File: src/rtl/rename_pkg.sv
package rename_pkg;

    localparam int num_log_regs = 32;

    typedef logic [4:0] log_reg_t;
    typedef logic [7:0] phys_reg_t;
    typedef logic [4:0] page_t;
    typedef logic [6:0] opcode_t;

    // One full alias table where entry i holds the mapping of logical register i
    typedef phys_reg_t [num_log_regs-1:0] rat_image_t;

    // RISC-V major opcodes that matter to the operand classes
    typedef enum logic [6:0] {
        op_none   = 7'b0000000,
        op_load   = 7'b0000011,
        op_op_imm = 7'b0010011,
        op_auipc  = 7'b0010111,
        op_store  = 7'b0100011,
        op_op     = 7'b0110011,
        op_lui    = 7'b0110111,
        op_branch = 7'b1100011,
        op_jalr   = 7'b1100111,
        op_jal    = 7'b1101111
    } opcode_class_t;

    localparam phys_reg_t phys_src_none  = 8'hFE;  // Source operand not used
    localparam phys_reg_t phys_dest_none = 8'hFF;  // No destination written

    typedef struct packed {
        logic uses_rs1;
        logic uses_rs2;
        logic writes_rd;
    } operand_use_t;

    typedef struct packed {
        log_reg_t rs1;
        log_reg_t rs2;
        log_reg_t rd;
        opcode_t  opcode;
        logic     valid;
    } rename_req_t;

    typedef struct packed {
        phys_reg_t phys_rs1;
        phys_reg_t phys_rs2;
        phys_reg_t phys_rd;
        phys_reg_t old_phys_rd;
        logic      valid;
    } rename_result_t;

endpackage

File: src/rtl/operand_class_decode.sv
module operand_class_decode (
    input  rename_pkg::opcode_t      opcode,
    output rename_pkg::operand_use_t operand_use
);
    import rename_pkg::*;

    always_comb begin
        operand_use.uses_rs1  = 1'b1;
        operand_use.uses_rs2  = 1'b1;
        operand_use.writes_rd = 1'b1;

        // Source usage
        case (opcode)
            op_jalr,
            op_load,
            op_op_imm: begin
                operand_use.uses_rs2 = 1'b0;  // Immediate takes the place of rs2
            end
            op_lui,
            op_auipc,
            op_jal: begin
                operand_use.uses_rs1 = 1'b0;
                operand_use.uses_rs2 = 1'b0;
            end
            default: begin
                operand_use.uses_rs1 = 1'b1;
            end
        endcase

        // Branches and stores have no rd field and opcode zero is a bubble
        case (opcode)
            op_branch,
            op_store,
            op_none: begin
                operand_use.writes_rd = 1'b0;
            end
            default: begin
                operand_use.writes_rd = 1'b1;
            end
        endcase
    end

endmodule

File: config.mk
export PLATFORM = sky130hd
export DESIGN_NAME = operand_class_decode
export DESIGN_NICKNAME = d
export VERILOG_FILES = /design/src/rtl/rename_pkg.sv /design/src/rtl/operand_class_decode.sv
export SDC_FILE = /design/constraint.sdc
export NUM_CORES = 1
export LEC_CHECK = 0
export ABC_AREA = 1
export BUFFER_PORTS_ARGS = -buffer_cell sky130_fd_sc_hd__buf_2
export CORE_AREA = 5 5 42 44
export DETAILED_ROUTE_END_ITERATION = 10
export DIE_AREA = 0 0 47 49
export PLACE_DENSITY = 0.38
export RECOVER_POWER = 100
export REMOVE_ABC_BUFFERS = 1
export SYNTH_ARGS = -nofsm -noshare
export SYNTH_HDL_FRONTEND = slang
export SYNTH_SLANG_ARGS = --single-unit
export TNS_END_PERCENT = 100
File: constraint.sdc
create_clock -name vclk -period 1.22
set_clock_uncertainty 0.2 [all_clocks]
set_input_delay 0.122 -clock vclk [all_inputs]
set_output_delay 0.122 -clock vclk [all_outputs]
set_load 0.03 [all_outputs]
======== After elaboration in Yosys (flattened, before gate mapping) ========
Index checks and enable logic that the tools add are counted.
storage, ports and cells
  bits in registers ....................... 0
  word-level logic and storage cells ...... 15
  input bits .............................. 7
  output and inout port bits .............. 3
cells by class
  eq/ne operators ......................... 8
  reductions and logical operators ........ 4
  multiplexer cells ....................... 3
operator list
  operator              count
  $eq A7 B7 Y1 const B  3
  $eq A7 B5 Y1 const B  2
  $eq A7 B6 Y1 const B  2
  $eq A7 B2 Y1 const B  1
  $logic_not A7 Y1      1
  $reduce_or A3 Y1      2
  $reduce_or A6 Y1      1
  $mux W1               3

======== Logic depth before layout (Yosys ltp) ========
  depth after elaboration ................. 3
  mapped depth ............................ 6
  mapped depth without buffers ............ 6

======== Worst setup path after synthesis ========
OpenSTA, ideal clock, no wires.
  path kind ............................... input port to output port
  start point ............................. input port opcode[0]
  end point ............................... output port operand_use[1] in the netlist's numbering
  setup slack ............................. 0.108 ns
  arrival ................................. 0.790 ns
  path buffers ............................ 0
  stages on the path ...................... 5
  data required time ...................... 0.898 ns
  path through ............................ nand2_2 inv_1 nand3_1 nand2_1 nor2_1
RTL lines
  what             RTL line                   text
  start, declared  operand_class_decode.sv:2  input rename_pkg::opcode_t opcode,
  end, declared    operand_class_decode.sv:3  output rename_pkg::operand_use_t operand_use

==> out/qor.csv <==
metric;value;unit
vdd_ir_drop_max;0.0374;mV
finalCritPeriodShare;90.4;%
power.leakage;0.000109;µW
cp_slowest_cell;clkbuf_2;
synth.area.top_cells;nor2_1 (33%), nand2_1 (27%), nand2_2 (10%), inv_1 (9.0%), inv_2 (9.0%);
gr-usage-all-layers;3.44;%
antenna_found_initial;0;
gp_congestion;0.600;
rows;14;
dpl.hpwl;341;µm
finalCriticalPeriod;1.10;ns
nFillCells;189;
initial_core_util;8.93;%
ys_types;7;
dp.cells;57;
required;0.90;ns
synth_warnings;0;
post-synth-top-count-cell;nor2_1;
maxCapViolations;0;
setup_violations;0;
status;complete, no violations;
seq_area;0;µm²
fmax;907;MHz
whs;0.547;ns
overflow;0;
synth_area_per_cell;4.04;µm²
grt_util_met3;0.369;%
ant_nets;0;
synth_area;125;µm²
rsz0062_at_grt;no;
stdcell_count;57;
worstPathArrival;0.78;ns
grt_util_met2;6.11;%
slew_viol_final;0;
layout.nets;50;
synth_top_cell_area_share;33.0;%
drive_above_1_share;36.6;%
slew_headroom;88.6;%
wl_per_cell;6.37;µm
die_x;47;µm
viasPerCell;3.33;
grt.met1_usage;4.57;%
grt_max_degree;5;
clock_buffers;0;
seq_area_frac_synth;0;%
core_region_area;0.00140;mm²
tns;0;ns
die-area;0.00230;mm²
cp_max_fo;3;
cp-start-kind;input port;
wl;363;µm
design.seq.count;0;
dr.pass1.iters;2;
drc_errors;0;
diodes;0;
grt_pass1_wl;655;µm
cp_cell_sequence;buf_2 -> inv_2 -> nand2_2 -> nor2_2 -> nand2_1 -> nand2_1 -> inv_1 -> clkbuf_2;
powerDensity;231;mW/mm²
hold_buffers;0;
ios;10;
synthTopCellsByCount;nor2_1 (11), nand2_1 (9), inv_1 (3), inv_2 (3);
vias;190;
post_cts_buffers;0;
hp-class;input port to output pin;
syn_to_final_growth;59.0;%
finalHoldViolations;0;
busiest_layer;met2;
syn_inst;31;
slowest_delay;0.17;ns
grt_pass1_vias;169;
worstMarginPinSlew;0.171;ns
synth_top_area_cell;nor2_1;
dieHeight;49;µm
worst_setup_path_end_kind;output pin;
drtIter0Drc;4;
cpMostUsedCell;nand2_1;
critPathKind;input port to output pin;
port_buffers;10;
stage by stage:
step | cell area, µm² | util, % | setup WS [ns] | power, µW
finish | 199 | 14.2 | 0.118 | 45.9
global route | 199 | 14.2 | 0.0294 | 53.7
CTS | 195 | 13.9 | 0.0665 | 45.5
detailed placement | 195 | 13.9 | 0.0671 | 45.3
global placement | 195 | 13.9 | 0.0822 | 45.1
floorplan | 125 | - | 0.108 | 23.9
logic make-up (layout without fill, tap and decap cells):
logic type,count (synthesis),after routing,share of synthesized area (%)
buffers and inverters,6,16,18.0
and+or+nand+nor,25,25,82.0
worst paths after layout:
kind,cells past startpoint,startpoint,to
hold / removal,6,opcode[6],operand_use[2]
setup / recovery,8,opcode[4],operand_use[2]
where the power goes:
group,internal [µW],switching (µW)
registers,0,0
clock network,0,0
logic,17.8,28.1
total,17.8,28.1
worst max-delay path, delay by kind of cell:
family | cells | cell delay, ns
and+or+nand+nor | 4 | 0.28
buffers and inverters | 4 | 0.37
area by class of cell:
| type | count | area, µm² | share of cell area, % |
|---|---|---|---|
| Inverter | 6 | 22.5 | 11.3 |
| Multi-Input combinational cell | 25 | 105 | 52.8 |
| Tap cell | 16 | 20.0 | 10.1 |
| Timing Repair Buffer | 10 | 51.3 | 25.8 |
cells in the final DEF, fill, tap and decap left out:
master	n
nor2_1	10
nand2_1	9
buf_2	6
inv_2	3
inv_1	3
nand2_2	2
nand3_1	2
clkbuf_2	2
nor3_1	1
nor2_2	1
clkbuf_1	1
buf_4	1
layer usage:
| layer | wire length (µm) | up-vias |
|---|---|---|
| met1 | 167 | 73 |
| met4 | 0 | 0 |
| li1 | - | 111 |
| met5 | 0 | - |
| met2 | 150 | 6 |
| met3 | 45 | 0 |
repair_timing:
item,4_1_cts,5_1_grt
endpoints found under the hold margin,0,0
resized for setup,0,3
endpoints found under the setup margin,0,2
Note: power is estimated with default switching activity, not from simulation.
