[src/rtl/rename_pkg.sv]
package rename_pkg;

    localparam int num_log_regs = 32;

    typedef logic [4:0] log_reg_t;
    typedef logic [7:0] phys_reg_t;
    typedef logic [4:0] page_t;
    typedef logic [6:0] opcode_t;

    // One full alias table where entry i holds the mapping of logical register i
    typedef phys_reg_t [num_log_regs-1:0] rat_image_t;

    // RISC-V major opcodes that matter to the operand classes
    typedef enum logic [6:0] {
        op_none   = 7'b0000000,
        op_load   = 7'b0000011,
        op_op_imm = 7'b0010011,
        op_auipc  = 7'b0010111,
        op_store  = 7'b0100011,
        op_op     = 7'b0110011,
        op_lui    = 7'b0110111,
        op_branch = 7'b1100011,
        op_jalr   = 7'b1100111,
        op_jal    = 7'b1101111
    } opcode_class_t;

    localparam phys_reg_t phys_src_none  = 8'hFE;  // Source operand not used
    localparam phys_reg_t phys_dest_none = 8'hFF;  // No destination written

    typedef struct packed {
        logic uses_rs1;
        logic uses_rs2;
        logic writes_rd;
    } operand_use_t;

    typedef struct packed {
        log_reg_t rs1;
        log_reg_t rs2;
        log_reg_t rd;
        opcode_t  opcode;
        logic     valid;
    } rename_req_t;

    typedef struct packed {
        phys_reg_t phys_rs1;
        phys_reg_t phys_rs2;
        phys_reg_t phys_rd;
        phys_reg_t old_phys_rd;
        logic      valid;
    } rename_result_t;

endpackage

[src/rtl/free_list.sv]
module free_list #(
    parameter int num_phys_regs = 128,
    parameter int num_pages     = 32
) (
    input  logic                  clk,
    input  logic                  reset,
    input  logic                  alloc_take,
    output rename_pkg::phys_reg_t alloc_reg,
    output logic                  empty,
    input  logic                  release_valid,
    input  rename_pkg::phys_reg_t release_reg,
    input  logic                  save,
    input  rename_pkg::page_t     save_page,
    input  logic                  restore,
    input  rename_pkg::page_t     restore_page
);
    import rename_pkg::*;

    // The queue is deeper than the number of free registers, so head equal to tail
    // always means empty and the count can be rebuilt from the pointers
    localparam int depth    = num_phys_regs;
    localparam int num_free = num_phys_regs - num_log_regs;
    localparam int ptr_w    = $clog2(depth);
    localparam int count_w  = $clog2(depth + 1);

    typedef logic [ptr_w-1:0]   ptr_t;
    typedef logic [count_w-1:0] count_t;

    phys_reg_t queue [depth];
    ptr_t      saved_head [num_pages];
    ptr_t      head;
    ptr_t      tail;
    count_t    count;
    ptr_t      head_base;
    count_t    count_base;

    function automatic ptr_t ptr_inc(ptr_t p);
        return (p == ptr_t'(depth - 1)) ? '0 : p + 1'b1;
    endfunction

    // Restore rewinds the head first and a pop in the same cycle works from there
    always_comb begin
        if (restore) begin
            head_base = saved_head[restore_page];
            if (tail >= head_base) begin
                count_base = count_t'(tail - head_base);
            end else begin
                count_base = count_t'(depth) - count_t'(head_base) + count_t'(tail);
            end
        end else begin
            head_base  = head;
            count_base = count;
        end
    end

    assign alloc_reg = queue[head_base];
    assign empty     = (count_base == '0);

    always_ff @(posedge clk) begin
        if (reset) begin
            for (int i = 0; i < num_free; i++) begin
                queue[i] <= phys_reg_t'(num_log_regs + i);  // Registers above the identity map
            end
        end else if (release_valid) begin
            queue[tail] <= release_reg;
        end
    end

    always_ff @(posedge clk) begin
        if (reset) begin
            head  <= '0;
            tail  <= ptr_t'(num_free);
            count <= count_t'(num_free);
        end else begin
            head  <= alloc_take ? ptr_inc(head_base) : head_base;
            tail  <= release_valid ? ptr_inc(tail) : tail;
            count <= count_base + count_t'(release_valid) - count_t'(alloc_take);
        end
    end

    always_ff @(posedge clk) begin
        if (save) begin
            saved_head[save_page] <= head;  // Head before this cycle's pop
        end
    end

    a_no_take_when_empty: assert property (
        @(posedge clk) disable iff (reset) alloc_take |-> !empty
    ) else $error("Register taken from an empty free list");

    // More free entries than registers outside the map means a double release
    a_count_bound: assert property (
        @(posedge clk) disable iff (reset) count <= count_t'(num_free)
    ) else $error("Free list count %0d above %0d", count, num_free);

endmodule

[config.mk]
export PLATFORM = sky130hd
export DESIGN_NAME = free_list
export DESIGN_NICKNAME = d
export VERILOG_FILES = /design/src/rtl/rename_pkg.sv /design/src/rtl/free_list.sv
export SDC_FILE = /design/constraint.sdc
export NUM_CORES = 2
export LEC_CHECK = 0
export BUFFER_PORTS_ARGS = -buffer_cell sky130_fd_sc_hd__clkbuf_2
export CAP_MARGIN = 40
export CORE_MARGIN = 2
export CORE_UTILIZATION = 25
export DETAILED_ROUTE_END_ITERATION = 12
export SLEW_MARGIN = 30
export SYNTH_ARGS = -nofsm -noshare
export SYNTH_HDL_FRONTEND = slang
export SYNTH_SLANG_ARGS = --single-unit
[constraint.sdc]
create_clock -name clk -period 7.5 [get_ports clk]
set_input_delay 0.375 -clock clk [delete_from_list [all_inputs] [get_ports clk]]
set_output_delay 0.375 -clock clk [all_outputs]
set_load 0.02 [all_outputs]
Yosys cells after proc, flatten, opt, wreduce, memory -nomap -nowiden
Memory sizes are Yosys's and may differ from the RTL's. Cells that the tools add are included.

Mux-type cells: 16. Add/subtract/negate cells: 7. Div/mod/pow operators: 0. Bitwise operators: 0. Reduce and logical (&&, ||, !) cells: 2. Eq/ne operators: 2. Multiply operators: 0. Magnitude comparators: 1. Shift operators: 0.

Operator list (count): $mux W7 (5); $mux W8 (3); $add A7 B1 Y7 const B (2); $eq A7 B7 Y1 const B (2); $add A8 B1 Y8 (1); $add A8 B7 Y8 (1); $logic_not A8 Y1 (1); $mux W1 (8); $reduce_or A8 Y1 (1); $sub A7 B7 Y8 (1); $sub A8 B1 Y8 (1); $sub A8 B7 Y8 const A (1); $ge A7 B7 Y1 (1).

Flip-flop bits (word level): 22. Output and inout port bits: 9. Bits in writable memories: 1248. Word-level logic and storage cells: 33. Bits in latches: 0. Memories: 2. Memory bits (read-only): 0.

Memory list: queue (depth 128, width 8, rd ports 1, clocked after memory_dff 0, wr ports 96, line free_list.sv:29) `phys_reg_t queue [depth];`; saved_head (depth 32, width 7, rd ports 1, clocked after memory_dff 0, wr ports 1, line free_list.sv:30) `ptr_t saved_head [num_pages];`.

Logic depth before layout (Yosys ltp)
An unclocked memory read counts as a cell.

Word-level depth: 7. Gate-level depth with buffers: 24.

Worst setup path before layout
OpenSTA, ideal clock, no wires.

Path kind: input-to-reg. Start point: in restore_page[1]. End point: reg count[6]. Cell stages on the path: 19. Data arrival time: 4257 ps. Data required time: 7383 ps. Path buffers: 2. Setup slack: 3126 ps. Setup time: 117 ps. Path through: buf_4 > buf_6 > mux4_2 > mux4_2 > mux2_2 > ha_1 > nor2_1 > a21oi_1 > ha_1 > inv_1 > ha_1 > fa_1 > a21o_1 > a21oi_1 > nor2b_1 > o21bai_1 > mux2i_1 > xnor2_1 > nand2b_1.

Cells in the longest elaborated chain, start to end: 7. Elaborated cells between the ends (all ways): 9. Those cells by class: 5 x add/sub; 1 x order compare; 2 x mux; 1 x memory.

RTL lines: start: declaration (line free_list.sv:15) `input rename_pkg::page_t restore_page`; $mem_v2 Z32 W7 (*); $sub A8 B7 Y8 (line free_list.sv:48) `count_base = count_t'(depth) - count_t'(head_base) + count_t'(tail);`; $add A8 B7 Y8 (line free_list.sv:48); $mux W8 (*) (line free_list.sv:45) `if (tail >= head_base) begin`; $mux W8 (*) (line free_list.sv:43) `if (restore) begin`; $add A8 B1 Y8 (*) (line free_list.sv:77) `count <= count_base + count_t'(release_valid) - count_t'(alloc_take);`; $sub A8 B1 Y8 (*) (line free_list.sv:77); end signal: assignment (line free_list.sv:73) `count <= count_t'(num_free);`; end signal: assignment (line free_list.sv:77); end: declaration (line free_list.sv:33) `count_t count;`.

Every way passes the cells marked *; elsewhere a longest branch is shown, timed or not. A chain may end at the register's enable or synchronous reset.

Final worst setup path
Start point: mem saved_head[28][0] in the netlist's numbering. End point: out alloc_reg[1].

Cells in the longest elaborated chain, start to end: 3.

RTL lines: start: declaration (line free_list.sv:30); $mem_v2 Z32 W7; $mux W7 (line free_list.sv:43); $mem_v2 Z128 W8; end: declaration (line free_list.sv:8) `output rename_pkg::phys_reg_t alloc_reg,`.

Every way passes these cells.

==> results by group <==
Drt
  – WL final: 162000 um
  – Wire per inst: 20.9 um
  – First-pass iteration count of the detailed router: 5
  – DRC violations left: 0
  – Initial DRC Count: 4410
  – Remaining antenna violation count after routing: 0
  – DR vias: 38100
  – Avg Vias per Cell: 4.93

Floorplanning
  – Top-level I/O count: 33
  – Core box area: 225000 um2
  – Die ar.: 230000 um2
  – Die Wd: 479 um
  – # rows: 174
  – Starting Density: 0.252
  – Die Ht: 479 um

Power
  – Peak supply drop: 0.000163 V
  – Power Total: 16.7 mW
  – Leakage: 20.3 nW
  – Pwr dens: 259 nW/um2

STA
  – TNS Setup: 0 ns
  – Slew headroom: 0.412
  – Fmax: 0.160 GHz
  – Worst hold slack: 0.0678 ns
  – Worst Skew: 0.0291 ns
  – Final setup viols: 0
  – Worst slew pin tran: 0.874 ns
  – Final hold violation count: 0
  – Final min period: 6.27 ns
  – Final Cycle Share: 0.836
  – RSZ-0062 raised after global routing: no
  – Final Max Slew Viols: 0

Clock network
  – CTS Sinks: 1270
  – Clock Path Buffers: 3
  – Postcts setup bufs: 0
  – # resized after CTS: 0
  – Clock-pin slew on the worst setup and hold paths: 0.06 ns
  – CTS tree: built
  – H-tree levels: 4
  – CTS Buf Count: 135
  – Root Buffer: clkbuf_16
  – Hold_buf cts: 0
  – Clk_lat worst skew: 0.78 ns

Synthesis
  – Top cells by count, synth: 1248 x edfxtp_1, 1029 x nand2_1, 296 x clkbuf_1
  – FFs w/ async S/R, synth: 0
  – Mapped Avg Cell Area: 11.9 um2
  – Mapped Area: 56500 um2
  – Flop and latch count out of synthesis: 1270
  – Yosys top cell area share: 0.663
  – Syn_nets: 4804
  – Distinct cells, synth: 61
  – Post-synthesis sequential area ratio: 0.671
  – Largest area contributor in the netlist: edfxtp_1
  – Most common cell in the synthesized netlist: edfxtp_1
  – Synth warn: 0
  – Most common flop cell mapped by yosys: edfxtp_1
  – Top cells by area, synth: edfxtp_1 66%, nand2_1 6.8%, mux4_2 2.5%, a21oi_1 2.4%, or3_1 2.4%
  – Post-Syn Instances: 4760
  – EDFF count, synth: 1248

Placed design
  – Post-DP HPWL: 97800 um
  – GP Congestion: 0.850
  – PortBufs: 32

Layout
  – Final nets: 4683
  – Fin util: 0.287
  – Fillers: 22800
  – Layout cells sized above 1: 0.116
  – Synthesis-to-layout area growth: 14.0%

Status
  – Status: completed

Global routing
  – First-pass GRT wire length: 242000 um
  – Gr usage total: 0.137
  – Initial antenna violation count: 4
  – Largest net degree at the start of global routing: 164
  – Vias in the first global route: 37000
  – GRT Residual Overflow: 0

Critical path
  – Crit Path Max Fanout: 67
  – CP startpoint kind: register
  – Crit path DAT: 5.89 ns
  – WP data required: 7.12 ns
  – CP Capture Type: output pin
  – WS Path Type: reg2out

Run
  – Max-cap violations: 0

Min path
  – Hold Path Class: in2reg
## cells by family (layout without fill, tap and decap cells)
kind of cell / after synthesis / in the layout / share of synthesized area
adder cells (fa/ha/maj): 20 / 20 / 0.00469
AND/OR/NAND/NOR: 2281 / 2281 / 0.188
buffers and inverters: 437 / 417 / 0.0311
AO/OA/AOI/OAI: 572 / 572 / 0.0600
other: 0 / 1 / 0
flip-flops: 1270 / 1270 / 0.671
XOR/XNOR: 19 / 19 / 0.00294
multiplexers: 161 / 161 / 0.0425
## path summary, 6_finish.rpt
kind,start,to,slack [ns],cells past startpoint
hold / removal,alloc_take,head[1]$_SDFF_PP0_,0.07,3
setup reg to reg,saved_head[28][0]$_DFFE_PP_,count[6]$_SDFF_PP1_,3.04,17
hold reg to reg,count[6]$_SDFF_PP1_,count[6]$_SDFF_PP1_,0.68,4
setup / recovery,saved_head[28][0]$_DFFE_PP_,alloc_reg[1],1.23,12
## state kept, by name, summed over array words and instances, names as in the netlist
name and count:
queue 1024, tail 7, saved_head 224, count 8, head 7
## final cells by class
class | instances | area (um2) | area share
Antenna cell | 1 | 2.50 | 0.0000388
Sequential cell | 1270 | 37900 | 0.589
Inverter | 24 | 115 | 0.00179
Timing Repair Buffer | 155 | 1420 | 0.0220
Multi-Input combinational cell | 3053 | 17000 | 0.263
Tap cell | 2992 | 3740 | 0.0581
Clock inverter | 79 | 767 | 0.0119
Clock buffer | 159 | 3500 | 0.0543
## power by group
group          switching (mW)  internal (mW)  total, mW
clock                    2.85           3.73       6.58
sequential             0.0646           7.91       7.98
combinational            1.51          0.609       2.12
## critical path, cell delays in order (launching register included)
cell and delay, ns:
edfxtp_1 0.39, mux4_2 0.48, mux4_2 0.53, mux2_2 0.35, a21oi_4 0.32, buf_4 0.65
nand2_1 0.14, a21oi_1 0.17, o21ai_0 0.28, a41o_1 0.39, a31oi_1 0.56, o32a_1 0.56
clkbuf_2 0.25
## stage by stage
| step | area (um2) | worst slack, ns | instances |
|---|---|---|---|
| 2_1_floorplan | 56500 | 3.13 | 4760 |
| 3_3_place_gp | 59800 | 1.18 | 7466 |
| 3_5_place_dp | 59900 | 1.20 | 7476 |
| 4_1_cts | 64200 | 1.08 | 7714 |
| 5_1_grt | 64400 | 1.06 | 7732 |
| 6_report | 64400 | 1.23 | 7733 |
## cells in the final DEF, fill, tap and decap left out, types with 11 or more instances in the layout
cell type  count
mux4_2        62
nor2b_1       14
xnor2_1       12
mux2_2        12
inv_1         17
dfxtp_1       18
and3_1        27
o2111ai_1     12
o21ai_0      116
clkinv_1      26
ha_1          18
clkinv_2      21
clkbuf_1      22
buf_12        18
nand3_1      195
or3_1        217
bufinv_16     11
edfxtp_1    1248
nor2_1       225
a22oi_1       41
or2_2         94
nand4_1       52
a31oi_1       43
a41oi_1       15
nand2_1     1023
clkbuf_16    136
buf_4         96
clkbuf_2      27
a21oi_1      273
mux2i_1       84
nor3_1       223
nand2b_1      21
and2_1       161
## per-layer routing
metal / track usage / routed length, um / share of wire
met5: 0 / 41 / 0.00025
met4: 0.0397 / 4160 / 0.026
met3: 0.0209 / 12400 / 0.076
met2: 0.225 / 77000 / 0.48
met1: 0.187 / 68300 / 0.42
Note: power is estimated with default switching activity, not from simulation.
